`config.mk`:
```
export PLATFORM = sky130hd
export DESIGN_NAME = inbound_write
export DESIGN_NICKNAME = d
export VERILOG_FILES = /design/src/hw/axi_pkg.sv /design/src/hw/pcie_inb_pkg.sv /design/src/hw/inbound_write.sv /design/src/hw/sync_fifo.sv /design/src/hw/wr_cmd_split.sv
export VERILOG_INCLUDE_DIRS = /design/src /design/src/hw
export SDC_FILE = /design/constraint.sdc
export NUM_CORES = 2
export LEC_CHECK = 0
export BUFFER_PORTS_ARGS = -buffer_cell sky130_fd_sc_hd__buf_2
export CAP_MARGIN = 30
export CORE_ASPECT_RATIO = 0.7
export CORE_UTILIZATION = 40
export DETAILED_ROUTE_END_ITERATION = 6
export HOLD_SLACK_MARGIN = 0.08
export PLACE_DENSITY = 0.68
export SYNTH_ARGS = -nofsm -noshare
export SYNTH_HDL_FRONTEND = slang
export SYNTH_SLANG_ARGS = --single-unit
```
`constraint.sdc`:
```
create_clock -name clk -period 9 [get_ports clk]
set_clock_uncertainty 0.1 [all_clocks]
set_input_delay 1.8 -clock clk [delete_from_list [all_inputs] [get_ports clk]]
set_output_delay 1.8 -clock clk [all_outputs]
set_load 0.05 [all_outputs]
```
`src/hw/pcie_inb_cfg.svh`:
```
`ifndef PCIE_INB_CFG_SVH
`define PCIE_INB_CFG_SVH

// Byte address width of the AXI side
`define INB_ADDR_W 32
// AXI burst length field, up to 16 beats
`define INB_LEN_W 4
// Data buffer holds 2**INB_BUFA beats
`define INB_BUFA 6
// Outstanding bursts
`define INB_MOT 8
`define INB_TOKN 4
// RAM holds 2**INB_RAM_AW words
`define INB_RAM_AW 11

`endif

```
`src/hw/axi_pkg.sv`:
```
package axi_pkg;

    typedef logic [1:0] axi_resp_t;

    localparam axi_resp_t AXI_OKAY   = 2'b00;
    localparam axi_resp_t AXI_SLVERR = 2'b10;
    localparam axi_resp_t AXI_DECERR = 2'b11;

endpackage

```
`src/hw/pcie_inb_pkg.sv`:
```
`include "pcie_inb_cfg.svh"

package pcie_inb_pkg;

    typedef struct packed {
        logic [3:0]  strb;
        logic [31:0] data;
    } wr_beat_t;

    // One entry per issued burst
    typedef struct packed {
        logic                np;
        logic [`INB_TOKN-1:0] token;
        logic                last;
    } b_track_t;

    typedef struct packed {
        logic               np;
        axi_pkg::axi_resp_t resp;
    } cpl_entry_t;

endpackage

```
`src/hw/inbound_write.sv`:
```
`include "pcie_inb_cfg.svh"

module inbound_write
    import axi_pkg::*;
    import pcie_inb_pkg::*;
(
    input  logic                   clk,
    input  logic                   rst,
    output logic [`INB_TOKN-1:0]   token_wr,
    output logic                   req_h_ready,
    input  logic                   req_h_valid,
    input  logic                   req_h_np,
    input  logic [`INB_ADDR_W-1:2] req_h_addr,
    input  logic [9:0]             req_h_len,
    input  logic [`INB_TOKN-1:0]   req_h_token,
    output logic                   req_d_ready,
    input  logic                   req_d_valid,
    input  logic [31:0]            req_d_data,
    input  logic [3:0]             req_d_strb,
    input  logic                   cpl_h_ready,
    output logic                   cpl_h_valid,
    output axi_resp_t              cpl_h_resp,
    input  logic                   err_ready,
    output logic                   err_valid,
    output logic                   err_unsupported,
    input  logic                   axi_aw_ready,
    output logic                   axi_aw_valid,
    output logic [`INB_ADDR_W-1:0] axi_aw_addr,
    output logic [`INB_LEN_W-1:0]  axi_aw_len,
    input  logic                   axi_w_ready,
    output logic                   axi_w_valid,
    output logic [31:0]            axi_w_data,
    output logic [3:0]             axi_w_strb,
    output logic                   axi_w_last,
    output logic                   axi_b_ready,
    input  logic                   axi_b_valid,
    input  axi_resp_t              axi_b_resp,
    output logic                   wr_busy,
    input  logic                   wr_disable,
    input  logic                   wr_flush
);

    wr_beat_t               w_in;
    wr_beat_t               w_out;
    logic                   w_full;
    logic                   w_pop;
    logic [`INB_BUFA:0]     w_cnt;

    logic                   cmd_ready;
    logic                   cmd_valid;
    logic                   cmd_np;
    logic [`INB_ADDR_W-1:2] cmd_addr;
    logic [`INB_LEN_W:0]    cmd_len;
    logic [`INB_TOKN-1:0]   cmd_token;
    logic                   cmd_last;

    b_track_t               b_in;
    b_track_t               b_out;
    logic                   b_push;
    logic                   b_pop;
    logic                   b_full;
    logic                   b_empty;

    cpl_entry_t             ch_in;
    cpl_entry_t             ch_out;
    logic                   ch_push;
    logic                   ch_pop;
    logic                   ch_empty;
    logic                   ch_almost_full;

    axi_resp_t              resp;
    axi_resp_t              resp_accum;

    logic                   data_first;
    logic [`INB_LEN_W:0]    data_cnt;
    logic                   data_last;
    logic                   cmd_okay;

    assign req_d_ready = !w_full;
    assign w_in        = '{strb: req_d_strb, data: req_d_data};

    sync_fifo #(.T(wr_beat_t), .DEPTH(1 << `INB_BUFA)) w_fifo_i (
        .clk(clk), .rst(rst),
        .push(req_d_valid && req_d_ready), .wr_data(w_in), .pop(w_pop),
        .rd_data(w_out), .full(w_full), .empty(), .almost_full(), .count(w_cnt)
    );

    wr_cmd_split wr_cmd_split_i (
        .clk(clk), .rst(rst),
        .in_valid(req_h_valid), .in_np(req_h_np), .in_addr(req_h_addr),
        .in_len(req_h_len), .in_token(req_h_token), .out_ready(cmd_ready),
        .in_ready(req_h_ready), .out_valid(cmd_valid), .out_np(cmd_np),
        .out_addr(cmd_addr), .out_len(cmd_len), .out_token(cmd_token),
        .out_last(cmd_last)
    );

    // Expected responses, one per burst in flight
    assign b_in    = '{np: cmd_np, token: cmd_token, last: cmd_last};
    assign b_pop   = axi_b_valid && axi_b_ready;
    assign wr_busy = !b_empty;

    sync_fifo #(.T(b_track_t), .DEPTH(`INB_MOT)) b_fifo_i (
        .clk(clk), .rst(rst),
        .push(b_push), .wr_data(b_in), .pop(b_pop),
        .rd_data(b_out), .full(b_full), .empty(b_empty), .almost_full(), .count()
    );

    // First error of a request wins
    assign resp_accum = (resp != AXI_OKAY) ? resp : axi_b_resp;

    always_ff @(posedge clk) begin
        if (rst) begin
            resp     <= AXI_OKAY;
            token_wr <= '0;
        end else if (b_pop) begin
            resp <= b_out.last ? AXI_OKAY : resp_accum;
            if (b_out.last) begin
                token_wr <= b_out.token;
            end
        end
    end

    assign ch_push = b_pop && b_out.last && !wr_flush;
    assign ch_in   = '{np: b_out.np, resp: resp_accum};

    sync_fifo #(.T(cpl_entry_t), .DEPTH(4)) ch_fifo_i (
        .clk(clk), .rst(rst),
        .push(ch_push), .wr_data(ch_in), .pop(ch_pop),
        .rd_data(ch_out), .full(), .empty(ch_empty),
        .almost_full(ch_almost_full), .count()
    );

    always_ff @(posedge clk) begin
        if (rst) begin
            axi_b_ready <= 1'b0;
        end else begin
            axi_b_ready <= !ch_almost_full || wr_flush;
        end
    end

    assign ch_pop = !ch_empty && !cpl_h_valid && !err_valid;

    always_ff @(posedge clk) begin
        if (rst) begin
            cpl_h_valid <= 1'b0;
            err_valid   <= 1'b0;
        end else if (ch_pop) begin
            cpl_h_valid <= ch_out.np;
            err_valid   <= !ch_out.np && (ch_out.resp != AXI_OKAY);
        end else begin
            if (cpl_h_ready) begin
                cpl_h_valid <= 1'b0;
            end
            if (err_ready) begin
                err_valid <= 1'b0;
            end
        end
    end

    always_ff @(posedge clk) begin
        if (ch_pop) begin
            cpl_h_resp      <= ch_out.resp;
            err_unsupported <= (ch_out.resp != AXI_OKAY);
        end
    end

    // Burst starts only with all of its beats already buffered
    assign data_last = (data_cnt == cmd_len);
    assign cmd_okay  = !wr_disable && cmd_valid && !b_full &&
                       (int'(cmd_len) <= int'(w_cnt));
    assign w_pop     = ((!axi_aw_valid && cmd_okay) || !data_first) &&
                       (!axi_w_valid || axi_w_ready);
    assign b_push    = w_pop && data_first;
    assign cmd_ready = w_pop && data_last;

    always_ff @(posedge clk) begin
        if (rst) begin
            data_first <= 1'b1;
            data_cnt   <= (`INB_LEN_W + 1)'(1);
        end else if (w_pop) begin
            data_first <= data_last;
            data_cnt   <= data_last ? (`INB_LEN_W + 1)'(1) : data_cnt + 1'b1;
        end
    end

    always_ff @(posedge clk) begin
        if (rst) begin
            axi_aw_valid <= 1'b0;
            axi_w_valid  <= 1'b0;
        end else begin
            if (b_push) begin
                axi_aw_valid <= 1'b1;
            end else if (axi_aw_ready) begin
                axi_aw_valid <= 1'b0;
            end
            if (w_pop) begin
                axi_w_valid <= 1'b1;
            end else if (axi_w_ready) begin
                axi_w_valid <= 1'b0;
            end
        end
    end

    always_ff @(posedge clk) begin
        if (b_push) begin
            axi_aw_addr <= {cmd_addr, 2'b00};
            axi_aw_len  <= cmd_len[`INB_LEN_W-1:0] - 1'b1;
        end
        if (w_pop) begin
            axi_w_data <= w_out.data;
            axi_w_strb <= w_out.strb;
            axi_w_last <= data_last;
        end
    end

endmodule

```
`src/hw/sync_fifo.sv`:
```
module sync_fifo #(
    parameter type T = logic [7:0],
    parameter int DEPTH = 4
) (
    input  logic                       clk,
    input  logic                       rst,
    input  logic                       push,
    input  T                           wr_data,
    input  logic                       pop,
    output T                           rd_data,
    output logic                       full,
    output logic                       empty,
    output logic                       almost_full,
    output logic [$clog2(DEPTH+1)-1:0] count
);

    localparam int PW = (DEPTH > 1) ? $clog2(DEPTH) : 1;

    T           mem [DEPTH];
    logic [PW-1:0] wr_ptr;
    logic [PW-1:0] rd_ptr;
    logic       do_push;
    logic       do_pop;

    assign do_push = push && !full;
    assign do_pop  = pop && !empty;

    always_ff @(posedge clk) begin
        if (do_push) begin
            mem[wr_ptr] <= wr_data;
        end
    end

    always_ff @(posedge clk) begin
        if (rst) begin
            wr_ptr <= '0;
            rd_ptr <= '0;
            count  <= '0;
        end else begin
            if (do_push) begin
                wr_ptr <= (wr_ptr == PW'(DEPTH - 1)) ? '0 : wr_ptr + 1'b1;
            end
            if (do_pop) begin
                rd_ptr <= (rd_ptr == PW'(DEPTH - 1)) ? '0 : rd_ptr + 1'b1;
            end
            if (do_push && !do_pop) begin
                count <= count + 1'b1;
            end else if (do_pop && !do_push) begin
                count <= count - 1'b1;
            end
        end
    end

    // Head entry is visible without a pop
    assign rd_data     = mem[rd_ptr];
    assign full        = (count == DEPTH);
    assign empty       = (count == 0);
    assign almost_full = (count >= DEPTH - 1);

endmodule

```
`src/hw/wr_cmd_split.sv`:
```
`include "pcie_inb_cfg.svh"

module wr_cmd_split (
    input  logic                     clk,
    input  logic                     rst,
    input  logic                     in_valid,
    input  logic                     in_np,
    input  logic [`INB_ADDR_W-1:2]   in_addr,
    input  logic [9:0]               in_len,
    input  logic [`INB_TOKN-1:0]     in_token,
    input  logic                     out_ready,
    output logic                     in_ready,
    output logic                     out_valid,
    output logic                     out_np,
    output logic [`INB_ADDR_W-1:2]   out_addr,
    output logic [`INB_LEN_W:0]      out_len,
    output logic [`INB_TOKN-1:0]     out_token,
    output logic                     out_last
);

    // Largest piece in dwords, capped at half the data buffer
    localparam int MAX_DW = ((1 << `INB_LEN_W) > (1 << (`INB_BUFA - 1))) ?
                            (1 << (`INB_BUFA - 1)) : (1 << `INB_LEN_W);

    logic        held;
    logic [10:0] rem;
    logic [10:0] to_4k;
    logic [10:0] piece;

    assign in_ready  = !held;
    assign out_valid = held;

    always_comb begin
        to_4k = 11'd1024 - {1'b0, out_addr[11:2]};
        piece = rem;
        if (piece > to_4k) begin
            piece = to_4k;
        end
        if (piece > 11'(MAX_DW)) begin
            piece = 11'(MAX_DW);
        end
    end

    assign out_len  = piece[`INB_LEN_W:0];
    assign out_last = (rem == piece);

    always_ff @(posedge clk) begin
        if (rst) begin
            held <= 1'b0;
        end else if (in_valid && in_ready) begin
            held <= 1'b1;
        end else if (out_valid && out_ready && out_last) begin
            held <= 1'b0;
        end
    end

    always_ff @(posedge clk) begin
        if (in_valid && in_ready) begin
            out_np    <= in_np;
            out_token <= in_token;
            out_addr  <= in_addr;
            // Length field of zero means 1024 dwords
            rem       <= {(in_len == 10'd0), in_len};
        end else if (out_valid && out_ready) begin
            out_addr  <= out_addr + (`INB_ADDR_W - 2)'(piece);
            rem       <= rem - piece;
        end
    end

endmodule
```
==> results by group <==
Routing
  – Routed WL: 260 mm
  – DRC viols: 0
  – Via count: 48.1k
  – 1st-iter DRT viols: 7450
  – Routed WL per cell: 32.3 um
  – Post-DRT Antenna Nets: 0
  – First-pass iteration count of the detailed router: 6
  – Via density: 5.96

Clocking
  – CTS tree: yes
  – Hold_buf cts: 0
  – Setup Fix Bufs, Post-CTS: 0
  – Num CTS Buffers: 228
  – Root buffer cell: clkbuf_16
  – Longest Clk Path Bufs: 4
  – Clock sink total: 2543
  – Clk slew on worst S/H paths: 0.06 ns
  – Later-pin clock latency in the skew report: 0.90 ns
  – Post_cts resized: 0
  – H-tree depth: 4

Placement
  – Post-DP HPWL: 147 mm
  – GPL Wtd Cong: 0.868
  – Port bufs: 179
  – Place WS: 0.458 ns

Die
  – Core Region: 0.245 mm2
  – Die Wd: 596 um
  – I/O pin total: 182
  – Std cell rows: 152
  – Starting Density: 0.403
  – Die area: 0.249 mm2
  – DIE HEIGHT: 418 um

STA
  – Max Fclk: 119 MHz
  – Final worst-path cycle share: 0.935
  – Final setup viols: 0
  – Hold Fails Final Rpt: 0
  – Final Critical Period: 8.42 ns
  – Max_slew headroom: 0.251
  – RSZ-0062 raised after global routing: false
  – Final WS setup: 0.583 ns
  – Fin Setup TNS: 0 ns
  – Least-Margin Pin Slew: 1.12 ns
  – Pins Over Slew Limit: 0

Synth
  – Cell with the most instances after synthesis: edfxtp_1
  – Main synth FF type: edfxtp_1
  – Synth cell types: 73
  – Number of flops mapped to enable cells by yosys: 2484
  – Commonest cells in the netlist: 2484 x edfxtp_1, 771 x mux4_2, 162 x nor2_1, 138 x clkbuf_1, 75 x nand2_1
  – Yosys reg bits: 2543
  – Synth top area share: 0.755
  – Sequential fraction of the synthesis area: 0.767
  – FFs w/ async S/R, synth: 0
  – Synth Warn #: 0
  – Synth area leaders: edfxtp_1 75%, mux4_2 18%, dfxtp_1 1.2%, ha_1 0.77%, nor2_1 0.62%
  – Post-Syn Area: 0.0988 mm2
  – Syn Inst Count: 4282
  – Area leader, netlist: edfxtp_1
  – Mean Syn Cell Area: 23.1 um2

GRT
  – Pin count of the biggest net entering global routing: 147
  – First-pass GRT wire length: 360 mm
  – GRT Residual Overflow: 0
  – Vias in the first global route: 46.8k
  – GRT Total Usage: 0.206
  – Initial antenna violation count: 38

Critical path
  – R2R Path Start: wr_cmd_split_i.out_addr[2]$_DFFE_PP_
  – Buf/Inv on CP: 6
  – CP delay by family, top: simple AND/OR/NAND/NOR gates
  – Worst R2R Setup Slack: 0.58 ns
  – Crit path required time: 9.71 ns
  – R2R depth: 33
  – CP peak stage delay: 0.55 ns
  – Critical path fanouts, max: 51
  – Crit Path Category: reg2reg
  – Worst EP arrival: 9.13 ns
  – Worst path slowest cell: a211oi_1
  – Crit-path most repeated cell: ha_1
  – R2R Path End: b_fifo_i.count[3]$_SDFFE_PP0P_
  – CP Launch Type: register
  – CP Capture Type: register

Job
  – MaxCap Viol Count: 0

Layout
  – NumNets Final: 4805
  – Layout cell share with drive strength beyond 1: 0.315
  – Synth-to-layout area growth: 13.8%

Worst hold path
  – Hold_sp: wr_cmd_split_i.out_addr[12]$_DFFE_PP_
  – Hold path endpoint: axi_aw_addr[12]$_DFFE_PP_
  – Worst hold stages: 0
  – Worst hold path type: reg2reg

Pwr
  – PD cells: 237 mW/mm2
  – Leak: 34.0 nW
  – Maximum vdd drop: 0.162 mV

Outcome
  – Outcome: complete, no violations
-- layer usage --
metal | GRT usage | up-vias | share of wire
li1 | - | 19000 | -
met1 | 0.298 | 25700 | 0.41
met2 | 0.294 | 2879 | 0.43
met3 | 0.0733 | 475 | 0.13
met4 | 0.0566 | 24 | 0.029
met5 | 0 | - | 0.00057
-- stage by stage --
step / power [mW] / hold slack (ns) / area, um2 / std cells / util
after floorplan: 16.2 / 0.333 / 98900 / 4293 / -
after global placement: 17.3 / 0.366 / 104000 / 7598 / 0.425
after detailed placement: 17.4 / 0.373 / 105000 / 7614 / 0.427
after CTS: 26.7 / 0.385 / 112000 / 8017 / 0.455
after global routing: 27.4 / 0.391 / 112000 / 8056 / 0.458
final: 26.6 / 0.388 / 112000 / 8062 / 0.458
-- cell families (layout without fill, tap and decap cells) --
group | after synthesis | after routing | synth area share
and+or+nand+nor | 389 | 389 | 0.0190
DFF | 2543 | 2543 | 0.767
other | 2 | 23 | 0.0000760
xor gates and xnor gates | 56 | 56 | 0.00496
AOI/OAI and AO/OA | 182 | 182 | 0.0125
adders and majority gates | 66 | 66 | 0.00873
muxes | 791 | 791 | 0.178
buffers and inverters | 253 | 778 | 0.0104
-- cell usage in the layout (no fill, tap or decap), types with 53 or more instances in the layout --
cell type / synthesis / layout
ha_1: 61 / 61
dfxtp_1: 59 / 53
nor2_1: 162 / 98
buf_4: 3 / 95
buf_2: 47 / 180
nor2_4: 0 / 64
edfxtp_1: 2484 / 2484
nand2_1: 75 / 75
mux4_2: 771 / 771
clkbuf_16: 0 / 230
-- sequential cells by signal (all words and copies together) (netlist names), 4 cells and up, named ones only --
signal / flops
b_fifo_i.mem: 48
w_fifo_i.count: 7
wr_cmd_split_i.out_addr: 30
w_fifo_i.mem: 2304
wr_cmd_split_i.rem: 11
ch_fifo_i.mem: 12
axi_aw_len: 4
b_fifo_i.count: 4
w_fifo_i.wr_ptr: 6
data_cnt: 5
axi_w_data: 32
token_wr: 4
axi_aw_addr: 30
wr_cmd_split_i.out_token: 4
axi_w_strb: 4
w_fifo_i.rd_ptr: 6
-- power by group --
part           switching (mW)  internal, mW  total [mW]
logic                    2.13          1.53        3.67
registers               0.219          13.3        13.5
clock network            4.31          5.14        9.45
-- worst max-delay path by stage --
| stage | from | to | slack [ns] | cells past startpoint |
|---|---|---|---|---|
| after floorplan | wr_cmd_split_i.out_addr[2]$_DFFE_PP_ | wr_cmd_split_i.out_addr[10]$_DFFE_PP_ | 0.43 | 24 |
| after global placement | wr_cmd_split_i.out_addr[2]$_DFFE_PP_ | b_fifo_i.count[3]$_SDFFE_PP0P_ | 0.70 | 33 |
| after detailed placement | wr_cmd_split_i.out_addr[2]$_DFFE_PP_ | b_fifo_i.count[3]$_SDFFE_PP0P_ | 0.46 | 33 |
| after CTS | wr_cmd_split_i.out_addr[2]$_DFFE_PP_ | b_fifo_i.count[3]$_SDFFE_PP0P_ | 0.47 | 33 |
| after global routing | wr_cmd_split_i.out_addr[2]$_DFFE_PP_ | b_fifo_i.count[3]$_SDFFE_PP0P_ | 0.22 | 33 |
| final | wr_cmd_split_i.out_addr[2]$_DFFE_PP_ | b_fifo_i.count[3]$_SDFFE_PP0P_ | 0.58 | 33 |
-- cell type report --
| cell class | count | area (um2) |
|---|---|---|
| Fill cell | 19900 | 133000 |
| Inverter | 41 | 154 |
| Clock inverter | 128 | 1080 |
| Clock buffer | 275 | 5930 |
| Timing Repair Buffer | 334 | 2850 |
| Sequential cell | 2543 | 75800 |
| Tap cell | 3234 | 4050 |
| Antenna cell | 10 | 25.0 |
| Multi-Input combinational cell | 1497 | 22600 |
No activity file was read; power rests on OpenSTA's default activity.
